File: src/hw/lb_pkg.sv
// Local-bus base package
// Bus widths, internal register map and read pipeline length
package lb_pkg;

	// Local bus geometry
	localparam int LB_ADDR_W = 24;
	localparam int LB_DATA_W = 32;

	// Number of GPS input lines
	localparam int GPS_W = 4;

	// Cycles from an internal read strobe to rd_valid at the core
	// Outgoing address reg, incoming data reg, core capture reg
	localparam int READ_PIPE_LEN = 3;

	// First address handed to the external application
	localparam logic [LB_ADDR_W-1:0] INT_SPACE_TOP = 24'h000010;

	// Internal register map
	localparam logic [LB_ADDR_W-1:0] REG_ID        = 24'h000000;
	localparam logic [LB_ADDR_W-1:0] REG_SCRATCH   = 24'h000001;
	localparam logic [LB_ADDR_W-1:0] REG_GPS_COUNT = 24'h000002;
	localparam logic [LB_ADDR_W-1:0] REG_GPS_LEVEL = 24'h000003;

	// Identity word returned at REG_ID
	localparam logic [LB_DATA_W-1:0] ID_WORD = 32'h1b5e_0a01;

endpackage

File: src/hw/gps_edge_counter.sv
// GPS edge counter
// Counts low-to-high transitions on one GPS line
`timescale 1ns/1ps

module gps_edge_counter (
	input  logic                          lb_clk,
	input  logic                          arst_n,
	input  logic                          gps_line,
	output logic [lb_pkg::LB_DATA_W-1:0]  count
);

	// Level seen on the previous edge
	logic gps_prev;
	logic rise;

	assign rise = gps_line & ~gps_prev;

	always_ff @(posedge lb_clk or negedge arst_n) begin
		if (!arst_n) begin
			gps_prev <= 1'b0;
			count    <= '0;
		end else begin
			gps_prev <= gps_line;
			// Wraps at full scale
			if (rise)
				count <= count + 1'b1;
		end
	end

endmodule

File: src/hw/lb_base_core.sv
// Local-bus base core
// Joins bus host, register bank and GPS counter, picks the read source
`timescale 1ns/1ps

module lb_base_core (
	input  logic                          lb_clk,
	input  logic                          arst_n,
	input  logic                          cmd_strobe,
	input  logic                          cmd_rd,
	input  logic [lb_pkg::LB_ADDR_W-1:0]  cmd_addr,
	input  logic [lb_pkg::LB_DATA_W-1:0]  cmd_data,
	input  logic [lb_pkg::GPS_W-1:0]      gps_r,
	input  logic [lb_pkg::LB_DATA_W-1:0]  lb_data_in_r,
	output logic [lb_pkg::LB_ADDR_W-1:0]  lb_addr_w,
	output logic                          lb_strobe_w,
	output logic                          lb_rd_w,
	output logic                          lb_write_w,
	output logic                          lb_rd_valid_w,
	output logic [lb_pkg::LB_DATA_W-1:0]  lb_data_out_w
);

	// Read return path
	logic [lb_pkg::LB_ADDR_W-1:0] rd_addr_late;
	logic                         rd_internal_late;
	logic [lb_pkg::LB_DATA_W-1:0] bank_rd_data;
	logic [lb_pkg::LB_DATA_W-1:0] rd_data;
	logic [lb_pkg::LB_DATA_W-1:0] gps_count;
	// Write data for the bank, kept apart from the shared data lines
	logic [lb_pkg::LB_DATA_W-1:0] wr_data_r;

	lb_host host (
		.lb_clk           (lb_clk),
		.arst_n           (arst_n),
		.cmd_strobe       (cmd_strobe),
		.cmd_rd           (cmd_rd),
		.cmd_addr         (cmd_addr),
		.cmd_data         (cmd_data),
		.rd_data          (rd_data),
		.lb_addr          (lb_addr_w),
		.lb_strobe        (lb_strobe_w),
		.lb_rd            (lb_rd_w),
		.lb_write         (lb_write_w),
		.lb_data_out      (lb_data_out_w),
		.lb_rd_valid      (lb_rd_valid_w),
		.rd_addr_late     (rd_addr_late),
		.rd_internal_late (rd_internal_late)
	);

	// A read return may own lb_data_out_w on a write edge
	// Same edge as the host's bus registers
	always_ff @(posedge lb_clk or negedge arst_n) begin
		if (!arst_n)
			wr_data_r <= '0;
		else if (cmd_strobe && !cmd_rd)
			wr_data_r <= cmd_data;
	end

	// Bank sees every bus write, internal or not, and decodes it itself
	lb_reg_bank bank (
		.lb_clk    (lb_clk),
		.arst_n    (arst_n),
		.wr_strobe (lb_strobe_w & lb_write_w),
		.wr_addr   (lb_addr_w),
		.wr_data   (wr_data_r),
		.rd_addr   (rd_addr_late),
		.gps_count (gps_count),
		.gps_level (gps_r),
		.rd_data   (bank_rd_data)
	);

	gps_edge_counter gps_cnt (
		.lb_clk   (lb_clk),
		.arst_n   (arst_n),
		.gps_line (gps_r[0]),
		.count    (gps_count)
	);

	// Source flag rides the pipeline with the address
	assign rd_data = rd_internal_late ? bank_rd_data : lb_data_in_r;

endmodule

File: src/hw/lb_base_shell.sv
// Local-bus base shell
// Puts one flip-flop on every signal crossing the boundary of the core
`timescale 1ns/1ps

module lb_base_shell (
	input  logic                          lb_clk,
	input  logic                          arst_n,
	// Command port
	input  logic                          cmd_strobe,
	input  logic                          cmd_rd,
	input  logic [lb_pkg::LB_ADDR_W-1:0]  cmd_addr,
	input  logic [lb_pkg::LB_DATA_W-1:0]  cmd_data,
	// GPS lines
	input  logic [lb_pkg::GPS_W-1:0]      gps,
	// Local bus to the external application
	input  logic [lb_pkg::LB_DATA_W-1:0]  lb_data_in,
	output logic [lb_pkg::LB_ADDR_W-1:0]  lb_addr,
	output logic                          lb_strobe,
	output logic                          lb_rd,
	output logic                          lb_write,
	output logic                          lb_rd_valid,
	output logic [lb_pkg::LB_DATA_W-1:0]  lb_data_out
);

	// Bus outputs straight from the core
	logic [lb_pkg::LB_ADDR_W-1:0] lb_addr_w;
	logic                         lb_strobe_w;
	logic                         lb_rd_w;
	logic                         lb_write_w;
	logic                         lb_rd_valid_w;
	logic [lb_pkg::LB_DATA_W-1:0] lb_data_out_w;

	// Registered inputs toward the core
	logic [lb_pkg::LB_DATA_W-1:0] lb_data_in_r;
	logic [lb_pkg::GPS_W-1:0]     gps_r;

	// Outgoing bus stage
	always_ff @(posedge lb_clk or negedge arst_n) begin
		if (!arst_n) begin
			lb_addr     <= '0;
			lb_strobe   <= 1'b0;
			lb_rd       <= 1'b0;
			lb_write    <= 1'b0;
			lb_rd_valid <= 1'b0;
			lb_data_out <= '0;
		end else begin
			lb_addr     <= lb_addr_w;
			lb_strobe   <= lb_strobe_w;
			lb_rd       <= lb_rd_w;
			lb_write    <= lb_write_w;
			lb_rd_valid <= lb_rd_valid_w;
			lb_data_out <= lb_data_out_w;
		end
	end

	// Incoming stage
	// Application answer lands here one edge after the top address
	always_ff @(posedge lb_clk or negedge arst_n) begin
		if (!arst_n) begin
			lb_data_in_r <= '0;
			gps_r        <= '0;
		end else begin
			lb_data_in_r <= lb_data_in;
			gps_r        <= gps;
		end
	end

	lb_base_core core (
		.lb_clk        (lb_clk),
		.arst_n        (arst_n),
		.cmd_strobe    (cmd_strobe),
		.cmd_rd        (cmd_rd),
		.cmd_addr      (cmd_addr),
		.cmd_data      (cmd_data),
		.gps_r         (gps_r),
		.lb_data_in_r  (lb_data_in_r),
		.lb_addr_w     (lb_addr_w),
		.lb_strobe_w   (lb_strobe_w),
		.lb_rd_w       (lb_rd_w),
		.lb_write_w    (lb_write_w),
		.lb_rd_valid_w (lb_rd_valid_w),
		.lb_data_out_w (lb_data_out_w)
	);

endmodule

File: src/hw/lb_host.sv
// Local-bus host
// Drives command pulses onto the bus and runs the read return pipeline
`timescale 1ns/1ps

module lb_host (
	input  logic                          lb_clk,
	input  logic                          arst_n,
	input  logic                          cmd_strobe,
	input  logic                          cmd_rd,
	input  logic [lb_pkg::LB_ADDR_W-1:0]  cmd_addr,
	input  logic [lb_pkg::LB_DATA_W-1:0]  cmd_data,
	input  logic [lb_pkg::LB_DATA_W-1:0]  rd_data,
	output logic [lb_pkg::LB_ADDR_W-1:0]  lb_addr,
	output logic                          lb_strobe,
	output logic                          lb_rd,
	output logic                          lb_write,
	output logic [lb_pkg::LB_DATA_W-1:0]  lb_data_out,
	output logic                          lb_rd_valid,
	output logic [lb_pkg::LB_ADDR_W-1:0]  rd_addr_late,
	output logic                          rd_internal_late
);

	localparam int LAST = lb_pkg::READ_PIPE_LEN - 1;

	// Read pipeline whose stage 0 loads on the command edge
	logic [lb_pkg::READ_PIPE_LEN-1:0] rd_vld;
	logic [lb_pkg::LB_ADDR_W-1:0]     rd_addr_pipe [lb_pkg::READ_PIPE_LEN];
	logic [lb_pkg::READ_PIPE_LEN-1:0] rd_int_pipe;
	logic                             cmd_read;
	logic                             cmd_write;

	assign cmd_read  = cmd_strobe & cmd_rd;
	assign cmd_write = cmd_strobe & ~cmd_rd;

	// Bus controls pulse once per command
	always_ff @(posedge lb_clk or negedge arst_n) begin
		if (!arst_n) begin
			lb_strobe   <= 1'b0;
			lb_rd       <= 1'b0;
			lb_write    <= 1'b0;
			lb_addr     <= '0;
			lb_data_out <= '0;
			lb_rd_valid <= 1'b0;
			rd_vld      <= '0;
		end else begin
			lb_strobe   <= cmd_strobe;
			lb_rd       <= cmd_read;
			lb_write    <= cmd_write;
			if (cmd_strobe)
				lb_addr <= cmd_addr;
			// Read return takes the data lines over a write landing on the same edge
			if (rd_vld[LAST])
				lb_data_out <= rd_data;
			else if (cmd_write)
				lb_data_out <= cmd_data;
			lb_rd_valid <= rd_vld[LAST];
			rd_vld      <= {rd_vld[LAST-1:0], cmd_read};
		end
	end

	// Address and source flag of each read in flight
	always_ff @(posedge lb_clk) begin
		rd_addr_pipe[0] <= cmd_addr;
		rd_int_pipe[0]  <= cmd_addr < lb_pkg::INT_SPACE_TOP;
		for (int i = 1; i < lb_pkg::READ_PIPE_LEN; i++) begin
			rd_addr_pipe[i] <= rd_addr_pipe[i-1];
			rd_int_pipe[i]  <= rd_int_pipe[i-1];
		end
	end

	// Data is picked from the last stage and captured on the next edge
	assign rd_addr_late     = rd_addr_pipe[LAST];
	assign rd_internal_late = rd_int_pipe[LAST];

endmodule

File: src/hw/lb_reg_bank.sv
// Internal register bank
// Identity, scratch, GPS edge count and GPS levels at the bottom of the map
`timescale 1ns/1ps

module lb_reg_bank (
	input  logic                          lb_clk,
	input  logic                          arst_n,
	// Write side from the host's bus cycle
	input  logic                          wr_strobe,
	input  logic [lb_pkg::LB_ADDR_W-1:0]  wr_addr,
	input  logic [lb_pkg::LB_DATA_W-1:0]  wr_data,
	// Read side at the address leaving the read pipeline
	input  logic [lb_pkg::LB_ADDR_W-1:0]  rd_addr,
	// Status sources
	input  logic [lb_pkg::LB_DATA_W-1:0]  gps_count,
	input  logic [lb_pkg::GPS_W-1:0]      gps_level,
	output logic [lb_pkg::LB_DATA_W-1:0]  rd_data
);

	logic [lb_pkg::LB_DATA_W-1:0] scratch;
	logic                         wr_internal;
	logic                         rd_internal;

	// Only the internal window is decoded
	assign wr_internal = wr_addr < lb_pkg::INT_SPACE_TOP;
	assign rd_internal = rd_addr < lb_pkg::INT_SPACE_TOP;

	// Scratch register
	// Other internal addresses are read-only and ignore writes
	always_ff @(posedge lb_clk or negedge arst_n) begin
		if (!arst_n)
			scratch <= '0;
		else if (wr_strobe && wr_internal && wr_addr == lb_pkg::REG_SCRATCH)
			scratch <= wr_data;
	end

	// Read decode
	always_comb begin
		rd_data = '0;
		if (rd_internal) begin
			case (rd_addr)
				lb_pkg::REG_ID:
					rd_data = lb_pkg::ID_WORD;
				lb_pkg::REG_SCRATCH:
					rd_data = scratch;
				lb_pkg::REG_GPS_COUNT:
					rd_data = gps_count;
				lb_pkg::REG_GPS_LEVEL:
					// Levels sit in the low bits
					rd_data = {{(lb_pkg::LB_DATA_W - lb_pkg::GPS_W){1'b0}}, gps_level};
				default:
					// Unused internal slots read as zero
					rd_data = '0;
			endcase
		end
	end

endmodule

File: config.mk
export PLATFORM = sky130hd
export DESIGN_NAME = lb_base_shell
export DESIGN_NICKNAME = d
export VERILOG_FILES = /design/src/hw/lb_pkg.sv /design/src/hw/gps_edge_counter.sv /design/src/hw/lb_base_core.sv /design/src/hw/lb_base_shell.sv /design/src/hw/lb_host.sv /design/src/hw/lb_reg_bank.sv
export SDC_FILE = /design/constraint.sdc
export NUM_CORES = 1
export LEC_CHECK = 0
export BUFFER_PORTS_ARGS = -buffer_cell sky130_fd_sc_hd__buf_2
export CORE_MARGIN = 10
export CORE_UTILIZATION = 56
export CTS_CLUSTER_SIZE = 20
export DETAILED_ROUTE_END_ITERATION = 6
export PLACE_DENSITY = 0.76
export SYNTH_ARGS = -nofsm -noshare
export SYNTH_HDL_FRONTEND = slang
export SYNTH_SLANG_ARGS = --single-unit
File: constraint.sdc
create_clock -name lb_clk -period 2.2 [get_ports lb_clk]
set_input_delay 0.11 -clock lb_clk [delete_from_list [all_inputs] [get_ports lb_clk]]
set_output_delay 0.11 -clock lb_clk [all_outputs]
set_load 0.02 [all_outputs]
==> impl_metrics.py, run 1 <==
metrics = {
    "outcome": {
        "outcome": "finished clean",
    },
    "placed_design": {
        "globalplace.congestion": 0.834,
        "placedCellCount": 1234,
        "place_hpwl_mm": 16.3,
        "dpl_cell_area_mm2": 0.0124,
        "port_buffers": 155,
    },
    "setup_path": {
        "rr_startpoint": "core.host.lb_addr[11]",
        "worst-setup-path-type": "register to register",
        "crit_path_start_kind": "register",
        "rrSetupSlack_ps": 170,
        "worst_ep_arrival_time_ps": 2470,
        "cp_slowest_cell": "nor4_1",
        "worstPathMaxFanout": 32,
        "slowest_delay_ps": 470,
        "critPathRequiredTime_ps": 2640,
        "path_cells": "nor4_1 > nand3_1 > nor3_4 > buf_12 > mux2_2",
        "crit_start": "core.host.lb_addr[11]",
        "critPathCaptureType": "register",
        "rr_worst_depth": 5,
        "reg2reg_to": "core.bank.scratch[20]",
    },
    "clock_tree": {
        "h-tree-depth": 1,
        "cts_buffers": 31,
        "clk_latency_ps": 570,
        "clk_pin_slew_worst_paths_ps": 60,
        "clk_root_buffer_cell": "clkbuf_16",
        "clockBufferDepth": 3,
        "ctsHoldBuffers": 95,
        "post-cts-setup-buffers": 0,
        "clock_sinks": 329,
        "cts_resized": 0,
        "cts_tree": "built",
    },
    "grt": {
        "grt_pass1_wl_mm": 42.9,
        "overflow": 0,
        "antenna_found_initial": 3,
        "grt_pass1_vias": 8032,
        "grt_max_degree": 55,
        "groute.usage.overall_pct": 20.1,
    },
    "route": {
        "first_pass_iters": 4,
        "drt_iter0_markers": 378,
        "drc_errors": 0,
        "drt_wl_total_mm": 26.2,
        "routedWlPerCell_um": 18.9,
        "ant_nets": 0,
        "vias": 7307,
        "viasPerCell": 5.26,
    },
    "final_layout": {
        "regArea_mm2": 0.00786,
        "final_common_cell": "dfrtp_1",
        "layout_common_cells": "dfrtp_1 (253), buf_2 (154), nand2_1 (109)",
        "layout-drive-gt1-share_pct": 27.7,
        "fin_area_mm2": 0.0145,
        "layout.nets": 1194,
        "area_delta_synth_final_pct": 28.9,
        "final_util_pct": 74.0,
        "final_cells": 1389,
        "fill_cells": 1272,
        "multi_input_comb_area_mm2": 0.00315,
    },
    "yosys": {
        "synth_area_mm2": 0.0113,
        "synth_edf_count": 0,
        "synthFlopType": "dfrtp_1",
        "synth_cell_types": 42,
        "avgSynthCellArea_um2": 13.5,
        "postSynth.asyncResetShare_pct": 77.2,
        "yosysWarnings": 0,
        "postSynthCellCount": 832,
        "ys_seq_area_share_pct": 69.7,
        "ys_seq_elements": 329,
        "syn_nets": 929,
    },
    "sta": {
        "maxSlewHeadroom_pct": 62.7,
        "worst_pin_slew_ps": 555,
        "setup_viol": 0,
        "rsz0062_at_grt": "false",
        "maxSlewViolCount": 0,
        "hold_viol_final": 0,
        "fin_crit_sh_pct": 92.3,
        "fin_tns_setup_ps": 0,
        "max_freq_mhz": 492,
        "finClkSkew_ps": 16.3,
        "min_period_ps": 2030,
    },
    "power_and_ir_drop": {
        "vdd_ir_drop_max_mv": 0.790,
        "p_leak_nw": 6.70,
        "power.total_mw": 13.7,
        "intPower_mw": 10.5,
        "seqPwrFrac_pct": 49.5,
        "pwr-share-comb_pct": 8.5,
        "power_frac_clock_pct": 42.1,
        "netSwitchingPower_mw": 3.23,
        "power_density_mw_per_mm2": 943,
        "p_sw_share_pct": 23.6,
    },
    "floorplanning": {
        "io_pins": 156,
        "fp.coreArea_mm2": 0.0197,
        "fp.dieH_um": 162,
        "start_util_pct": 57.4,
        "die_area_mm2": 0.0262,
        "die_w_um": 162,
        "placementRows": 51,
    },
    "worst_hold_path": {
        "hp-class": "input port to asynchronous set/reset pin",
    },
    "flow_run": {
        "cap_violations": 0,
    },
}
cell usage after synthesis, drive strengths merged, types with 17 or more instances:
| library cell | n | share of area [%] |
|---|---|---|
| nor4 | 17 | 1.2 |
| a21oi | 52 | 2.3 |
| a22oi | 20 | 1.3 |
| dfxtp | 75 | 13 |
| nand2 | 110 | 3.7 |
| mux2 | 60 | 6.0 |
| clkbuf | 20 | 0.68 |
| o311a | 20 | 1.8 |
| inv | 18 | 0.60 |
| nand2b | 28 | 1.6 |
| buf | 21 | 1.1 |
| dfrtp | 254 | 56 |
| xnor2 | 22 | 1.7 |
cell type report:
| cell class | count | area share [%] |
|---|---|---|
| clock inverters | 14 | 1.39 |
| flip-flops and latches | 329 | 54.1 |
| repair buffers | 273 | 13.7 |
| clock buffers | 43 | 6.42 |
| inverters | 18 | 0.465 |
| diodes | 3 | 0.0516 |
| multi-input cells | 444 | 21.7 |
| well taps | 265 | 2.28 |
layer usage:
| metal | GRT usage (%) | vias up | wire [µm] |
|---|---|---|---|
| li1 | - | 3433 | - |
| met4 | 5.83 | 0 | 646 |
| met1 | 24.2 | 3643 | 10600 |
| met3 | 4.50 | 46 | 1500 |
| met5 | 0 | - | 0 |
| met2 | 35.3 | 185 | 13500 |
power groups by stage:
| stage | registers [mW] | logic [mW] | clock network [mW] |
|---|---|---|---|
| 3_3_place_gp | 6.87 | 1.00 | 0 |
| 2_1_floorplan | 6.98 | 0.406 | 0 |
| 5_1_grt | 6.84 | 1.28 | 6.07 |
| 3_5_place_dp | 6.89 | 1.02 | 0 |
| 6_report | 6.78 | 1.16 | 5.77 |
| 4_1_cts | 6.78 | 1.17 | 5.82 |
cells by family (layout without fill, tap and decap cells):
group	Yosys count	count (layout)	share of synthesized area [%]
buffers and inverters	59	348	2.42
multiplexers	61	61	6.08
XOR/XNOR	31	31	2.41
other	0	3	0
adder cells (fa/ha/maj)	1	1	0.111
AND/OR/NAND/NOR	219	219	10.2
AO/OA/AOI/OAI	132	132	9.02
flip-flops	329	329	69.7
sequential cells by signal (all words and copies together), names as in the netlist, 4 cells and up:
signal,cells
lb_addr,24
lb_data_in_r,32
core.gps_cnt.count,32
core.wr_data_r,32
core.host.lb_data_out,32
core.host.rd_addr_pipe,72
lb_data_out,32
core.bank.scratch,32
gps_r,4
core.host.lb_addr,24
critical path: cells and delay by family, from the launching register on:
kind                   cells  cell delay [ps]
AND/OR/NAND/NOR            3              870
multiplexers               1              370
buffers and inverters      1              240
flip-flops                 1              410
per-stage QoR:
stage	setup slack (ps)	hold WS, ps
floorplan	489	-186
global placement	281	68.5
detailed placement	234	73.0
CTS	215	75.4
global route	40.6	115
finish	169	76.0
worst max-delay path by stage:
| stage | endpoint | slack [ps] |
|---|---|---|
| after floorplan | core.bank.scratch[10] | 490 |
| after CTS | core.bank.scratch[6] | 210 |
| after global routing | core.bank.scratch[20] | 40 |
| after global placement | core.bank.scratch[14] | 280 |
| after detailed placement | core.bank.scratch[7] | 230 |
| final | core.bank.scratch[20] | 170 |
(Power assumes the default switching activity.)
==> run 2: changes to the inputs <==
--- a/config.mk
+++ b/config.mk
@@ -10,6 +10,7 @@
 export CORE_UTILIZATION = 56
 export CTS_CLUSTER_SIZE = 20
 export DETAILED_ROUTE_END_ITERATION = 6
+export HOLD_SLACK_MARGIN = 0.12
 export PLACE_DENSITY = 0.76
 export SYNTH_ARGS = -nofsm -noshare
 export SYNTH_HDL_FRONTEND = slang
==> constraint.sdc (replaced) <==
create_clock -name lb_clk -period 2.3 [get_ports lb_clk]
set_input_delay 0.115 -clock lb_clk [delete_from_list [all_inputs] [get_ports lb_clk]]
set_output_delay 0.115 -clock lb_clk [all_outputs]
set_load 0.02 [all_outputs]
==> run 2 against run 1 <==
  * Fmax grew 3.4%
  * Sequential power shrank 4.3%
  * Via count grew 0.36%
  * Flip-flop and latch count is the same
  * Total power shrank 7.5%
  * Combinational power shrank 4%
  * Die area is the same
  * Register-to-register slack gained 170 ps
  * Clock power shrank 12%
  * Worst setup slack gained 170 ps
  * Sequential share of layout area grew 0.45 points
  * Wire length shrank 1.9%
  * Largest power group unchanged
==> impl_metrics.py, run 2 (synthesis gave the netlist of run 1 again) <==
metrics = {
    "setup_path": {
        "path_cells": "nor4_1 > nand3_1 > nor3_4 > buf_12 > mux2_2",
        "slowest_delay_ps": 400,
        "rr_worst_depth": 5,
        "crit_start": "core.host.lb_addr[11]",
        "reg2reg_to": "core.bank.scratch[21]",
        "rr_startpoint": "core.host.lb_addr[11]",
        "cp_slowest_cell": "dfrtp_1",
        "critPathCaptureType": "register",
        "crit_path_start_kind": "register",
        "rrSetupSlack_ps": 330,
        "worst_ep_arrival_time_ps": 2400,
        "critPathRequiredTime_ps": 2730,
        "worstPathMaxFanout": 32,
        "worst-setup-path-type": "register to register",
    },
    "clock_tree": {
        "cts_tree": "built",
        "clk_pin_slew_worst_paths_ps": 60,
        "clk_latency_ps": 560,
        "clockBufferDepth": 3,
        "clk_root_buffer_cell": "clkbuf_16",
        "h-tree-depth": 1,
        "cts_resized": 0,
        "cts_buffers": 31,
        "clock_sinks": 329,
    },
    "sta": {
        "rsz0062_at_grt": "false",
        "min_period_ps": 1970,
        "setup_viol": 0,
        "maxSlewHeadroom_pct": 56.3,
        "whs_ps": 142,
        "fin_crit_sh_pct": 85.4,
        "max_freq_mhz": 509,
        "fin_tns_setup_ps": 0,
        "hold_viol_final": 0,
        "worst_pin_slew_ps": 655,
        "finClkSkew_ps": 19.1,
        "maxSlewViolCount": 0,
    },
    "power_and_ir_drop": {
        "intPower_mw": 9.68,
        "vdd_ir_drop_max_mv": 0.834,
        "seqPwrFrac_pct": 51.2,
        "p_leak_nw": 6.65,
        "p_sw_share_pct": 23.7,
        "power_frac_clock_pct": 40.1,
        "power_density_mw_per_mm2": 880,
        "pwr-share-comb_pct": 8.8,
        "netSwitchingPower_mw": 3.00,
    },
    "grt": {
        "antenna_found_initial": 0,
        "groute.usage.overall_pct": 19.6,
        "grt_max_degree": 85,
        "overflow": 0,
        "grt_pass1_wl_mm": 41.9,
        "grt_pass1_vias": 8006,
    },
    "floorplanning": {
        "placementRows": 51,
        "start_util_pct": 57.4,
        "io_pins": 156,
        "fp.coreArea_mm2": 0.0197,
        "fp.dieH_um": 162,
        "die_area_mm2": 0.0262,
        "die_w_um": 162,
    },
    "outcome": {
        "outcome": "finished clean",
    },
    "final_layout": {
        "layout-drive-gt1-share_pct": 27.2,
        "largest_register": "core.host.rd_addr_pipe",
        "layout.nets": 1194,
        "area_delta_synth_final_pct": 27.9,
        "final_common_cell": "dfrtp_1",
        "diodes": 0,
        "fill_cells": 1312,
        "largest_reg_flops": 72,
        "layout_common_cells": "dfrtp_1 (253), buf_2 (154), nand2_1 (109)",
    },
    "route": {
        "drt_wl_total_mm": 25.7,
        "viasPerCell": 5.29,
        "drc_errors": 0,
        "ant_nets": 0,
        "vias": 7333,
        "routedWlPerCell_um": 18.6,
        "drt_iter0_markers": 347,
        "first_pass_iters": 5,
    },
    "placed_design": {
        "globalplace.congestion": 0.822,
        "port_buffers": 155,
        "place_hpwl_mm": 16.1,
    },
    "worst_hold_path": {
        "hp-class": "input port to asynchronous set/reset pin",
    },
    "flow_run": {
        "cap_violations": 0,
    },
}
==> run 2: repair_timing <==
item,CTS,global route
hold endpoints to repair,361,0
buffers inserted,0,0
setup endpoints to repair,0,0
hold buffers,95,0
==> run 2: how the worst max path moves through the flow <==
stage	to	slack, ps
after global placement	core.bank.scratch[26]	430
after global routing	core.bank.scratch[20]	270
after CTS	core.bank.scratch[21]	340
final	core.bank.scratch[21]	330
after floorplan	core.bank.scratch[10]	590
after detailed placement	core.bank.scratch[21]	410
==> run 2: power groups by stage <==
| stage | Sequential, mW | Combinational [mW] | Clock, mW |
|---|---|---|---|
| finish | 6.49 | 1.11 | 5.08 |
| global route | 6.54 | 1.22 | 5.39 |
| CTS | 6.48 | 1.11 | 5.15 |
| detailed placement | 6.59 | 0.979 | 0 |
| global placement | 6.57 | 0.960 | 0 |
| floorplan | 6.68 | 0.388 | 0 |
==> run 2: through the flow <==
| step | worst slack [ps] | std cells | util, % | power, mW | cell area (µm²) |
|---|---|---|---|---|---|
| finish | 335 | 1386 | 73.3 | 12.7 | 14400 |
| detailed placement | 405 | 1234 | 63.2 | 7.57 | 12400 |
| floorplan | 589 | 832 | - | 7.06 | 11300 |
| CTS | 341 | 1386 | 73.3 | 12.7 | 14400 |
| global route | 268 | 1386 | 73.3 | 13.2 | 14400 |
| global placement | 432 | 1234 | 63.2 | 7.53 | 12400 |
==> run 2: layout make-up <==
type | count | area, µm² | area share, %
Sequential cell | 329 | 7860 | 54.5
Clock buffer | 50 | 958 | 6.65
Timing Repair Buffer | 273 | 1970 | 13.7
Clock inverter | 7 | 77.6 | 0.538
Multi-Input combinational cell | 444 | 3150 | 21.8
Inverter | 18 | 67.6 | 0.469
Tap cell | 265 | 332 | 2.30
==> run 2: worst max-delay path, delay by kind of cell (launching register included) <==
kind                   cells  cell delay [ps]
and+or+nand+nor            3              790
muxes                      1              370
DFF                        1              400
buffers and inverters      1              240
==> run 2: metal layers <==
layer | wire length (µm) | share of wire [%] | up-vias | global-route usage (%)
met5 | 0 | 0 | - | 0
met2 | 13100 | 51 | 206 | 34.4
met3 | 1440 | 5.6 | 41 | 4.45
li1 | - | - | 3427 | -
met4 | 550 | 2.1 | 0 | 5.05
met1 | 10600 | 41 | 3659 | 23.8
==> run 3: changes to the inputs <==
--- a/config.mk
+++ b/config.mk
@@ -12,6 +12,7 @@
 export DETAILED_ROUTE_END_ITERATION = 6
 export HOLD_SLACK_MARGIN = 0.12
 export PLACE_DENSITY = 0.76
+export RECOVER_POWER = 100
 export SYNTH_ARGS = -nofsm -noshare
 export SYNTH_HDL_FRONTEND = slang
 export SYNTH_SLANG_ARGS = --single-unit
==> run 3 against run 2 <==
  * Register-to-register slack worse by 80 ps
  * Worst setup slack worse by 85 ps
  * Wire length hardly changed
  * Hold slack better by 51 ps
  * Clock power hardly changed
  * Core utilization is 1.0 points lower
  * Non-clock buffer count stayed put
  * Count of clock-buffer cells in the layout stayed put
  * First-iteration DRC count is 7.2% higher
  * Flip-flop and latch count stayed put
  * Global-route usage stayed put
  * Sequential power hardly changed
  * Critical endpoint unchanged
  * Largest power group unchanged
  * Highest routed layer unchanged
==> impl_metrics.py, run 3 (synthesis gave the netlist of run 1 again) <==
metrics = {
    "outcome": {
        "outcome": "finished clean",
    },
    "sta": {
        "fin_crit_sh_pct": 89.1,
        "finClkSkew_ps": 19.9,
        "rsz0062_at_grt": "false",
        "maxSlewViolCount": 0,
        "whs_ps": 194,
        "max_freq_mhz": 488,
        "min_period_ps": 2050,
        "worst_pin_slew_ps": 1470,
        "maxSlewHeadroom_pct": 2.00,
        "hold_viol_final": 0,
        "setup_viol": 0,
        "fin_tns_setup_ps": 0,
    },
    "setup_path": {
        "crit_path_start_kind": "register",
        "critPathCaptureType": "register",
        "critPathRequiredTime_ps": 2730,
        "worstPathMaxFanout": 32,
        "worst_ep_arrival_time_ps": 2480,
        "worst-setup-path-type": "register to register",
    },
    "floorplanning": {
        "die_w_um": 162,
        "start_util_pct": 57.4,
        "fp.dieH_um": 162,
        "fp.coreArea_mm2": 0.0197,
        "io_pins": 156,
        "die_area_mm2": 0.0262,
        "placementRows": 51,
    },
    "final_layout": {
        "area_delta_synth_final_pct": 26.1,
        "layout_common_cells": "dfrtp_1 (254), nand2_1 (109), clkbuf_1 (99)",
        "final_common_cell": "dfrtp_1",
        "largest_reg_flops": 72,
        "regArea_mm2": 0.00786,
        "multi_input_comb_area_mm2": 0.00310,
        "fill_cells": 1375,
        "layout-drive-gt1-share_pct": 18.6,
        "layout.nets": 1194,
        "largest_register": "core.host.rd_addr_pipe",
        "diodes": 0,
    },
    "grt": {
        "groute.usage.overall_pct": 19.6,
        "overflow": 0,
        "grt_max_degree": 85,
        "antenna_found_initial": 0,
        "grt_pass1_wl_mm": 41.9,
        "grt_pass1_vias": 8006,
    },
    "placed_design": {
        "globalplace.congestion": 0.822,
        "port_buffers": 155,
        "place_hpwl_mm": 16.1,
    },
    "route": {
        "ant_nets": 0,
        "routedWlPerCell_um": 18.5,
        "drt_wl_total_mm": 25.7,
        "drc_errors": 0,
        "vias": 7286,
        "viasPerCell": 5.26,
        "first_pass_iters": 4,
        "drt_iter0_markers": 372,
    },
    "clock_tree": {
        "ctsHoldBuffers": 95,
        "post-cts-setup-buffers": 0,
        "clockBufferDepth": 3,
        "clk_root_buffer_cell": "clkbuf_16",
        "h-tree-depth": 1,
        "clk_latency_ps": 560,
        "cts_resized": 0,
        "cts_tree": "built",
        "cts_buffers": 31,
        "clock_sinks": 329,
        "clk_pin_slew_worst_paths_ps": 60,
    },
    "power_and_ir_drop": {
        "p_sw_share_pct": 23.8,
        "power_frac_clock_pct": 40.3,
        "pwr-share-comb_pct": 8.4,
        "netSwitchingPower_mw": 3.00,
        "p_leak_nw": 6.38,
        "vdd_ir_drop_max_mv": 0.833,
        "seqPwrFrac_pct": 51.4,
        "power_density_mw_per_mm2": 888,
        "intPower_mw": 9.63,
    },
    "worst_hold_path": {
        "hp-class": "input port to register",
    },
    "flow_run": {
        "cap_violations": 0,
    },
}
## run 3: cell type report
class,count,share of cell area (%)
clock inverters,7,0.546
well taps,265,2.33
flip-flops and latches,329,55.3
repair buffers,273,12.8
inverters,18,0.475
multi-input cells,444,21.8
clock buffers,50,6.74
## run 3: path summary, 6_finish.rpt
path | from | to | slack, ps | depth (start not counted)
max | core.host.lb_addr[11] | core.bank.scratch[21] | 250 | 5
min | lb_data_in[25] | lb_data_in_r[25] | 190 | 2
max reg2reg | core.host.lb_addr[11] | core.bank.scratch[21] | 250 | 5
min reg2reg | core.host.rd_addr_pipe[0][44] | core.host.rd_addr_pipe[0][68] | 320 | 0
max in group asynchronous | arst_n | lb_data_out[13] | 530 | 3
min in group asynchronous | arst_n | lb_data_out[22] | 360 | 2
## run 3: metrics by stage
stage	setup WS [ps]	instances	cell area [µm²]	utilization (%)	total power [mW]
2_1_floorplan	589	832	11300	-	7.06
3_3_place_gp	432	1234	12400	63.2	7.53
3_5_place_dp	405	1234	12400	63.2	7.57
4_1_cts	341	1386	14400	73.3	12.7
5_1_grt	158	1386	14200	72.3	13.1
6_report	250	1386	14200	72.3	12.6
## run 3: routing by layer
| layer | track usage [%] | share of wire, % | up-vias | wire length (µm) |
|---|---|---|---|---|
| met4 | 5.05 | 2.1 | 0 | 541 |
| met3 | 4.45 | 6.0 | 42 | 1550 |
| met1 | 23.8 | 41 | 3621 | 10500 |
| met2 | 34.4 | 51 | 194 | 13100 |
| li1 | - | - | 3429 | - |
| met5 | 0 | 0 | - | 0 |
## run 3: worst max-delay path, stage by stage, from the launching register on
cell,delay (ps)
dfrtp_1,400
nor4_1,380
nand3_1,160
nor3_1,320
buf_12,270
mux2_2,370
## run 3: power groups by stage
stage                     sequential [mW]  combinational [mW]  clock (mW)
after global routing                 6.54                1.17        5.39
after CTS                            6.48                1.11        5.15
after floorplan                      6.68               0.388           0
final                                6.49                1.06        5.09
after global placement               6.57               0.960           0
after detailed placement             6.59               0.979           0
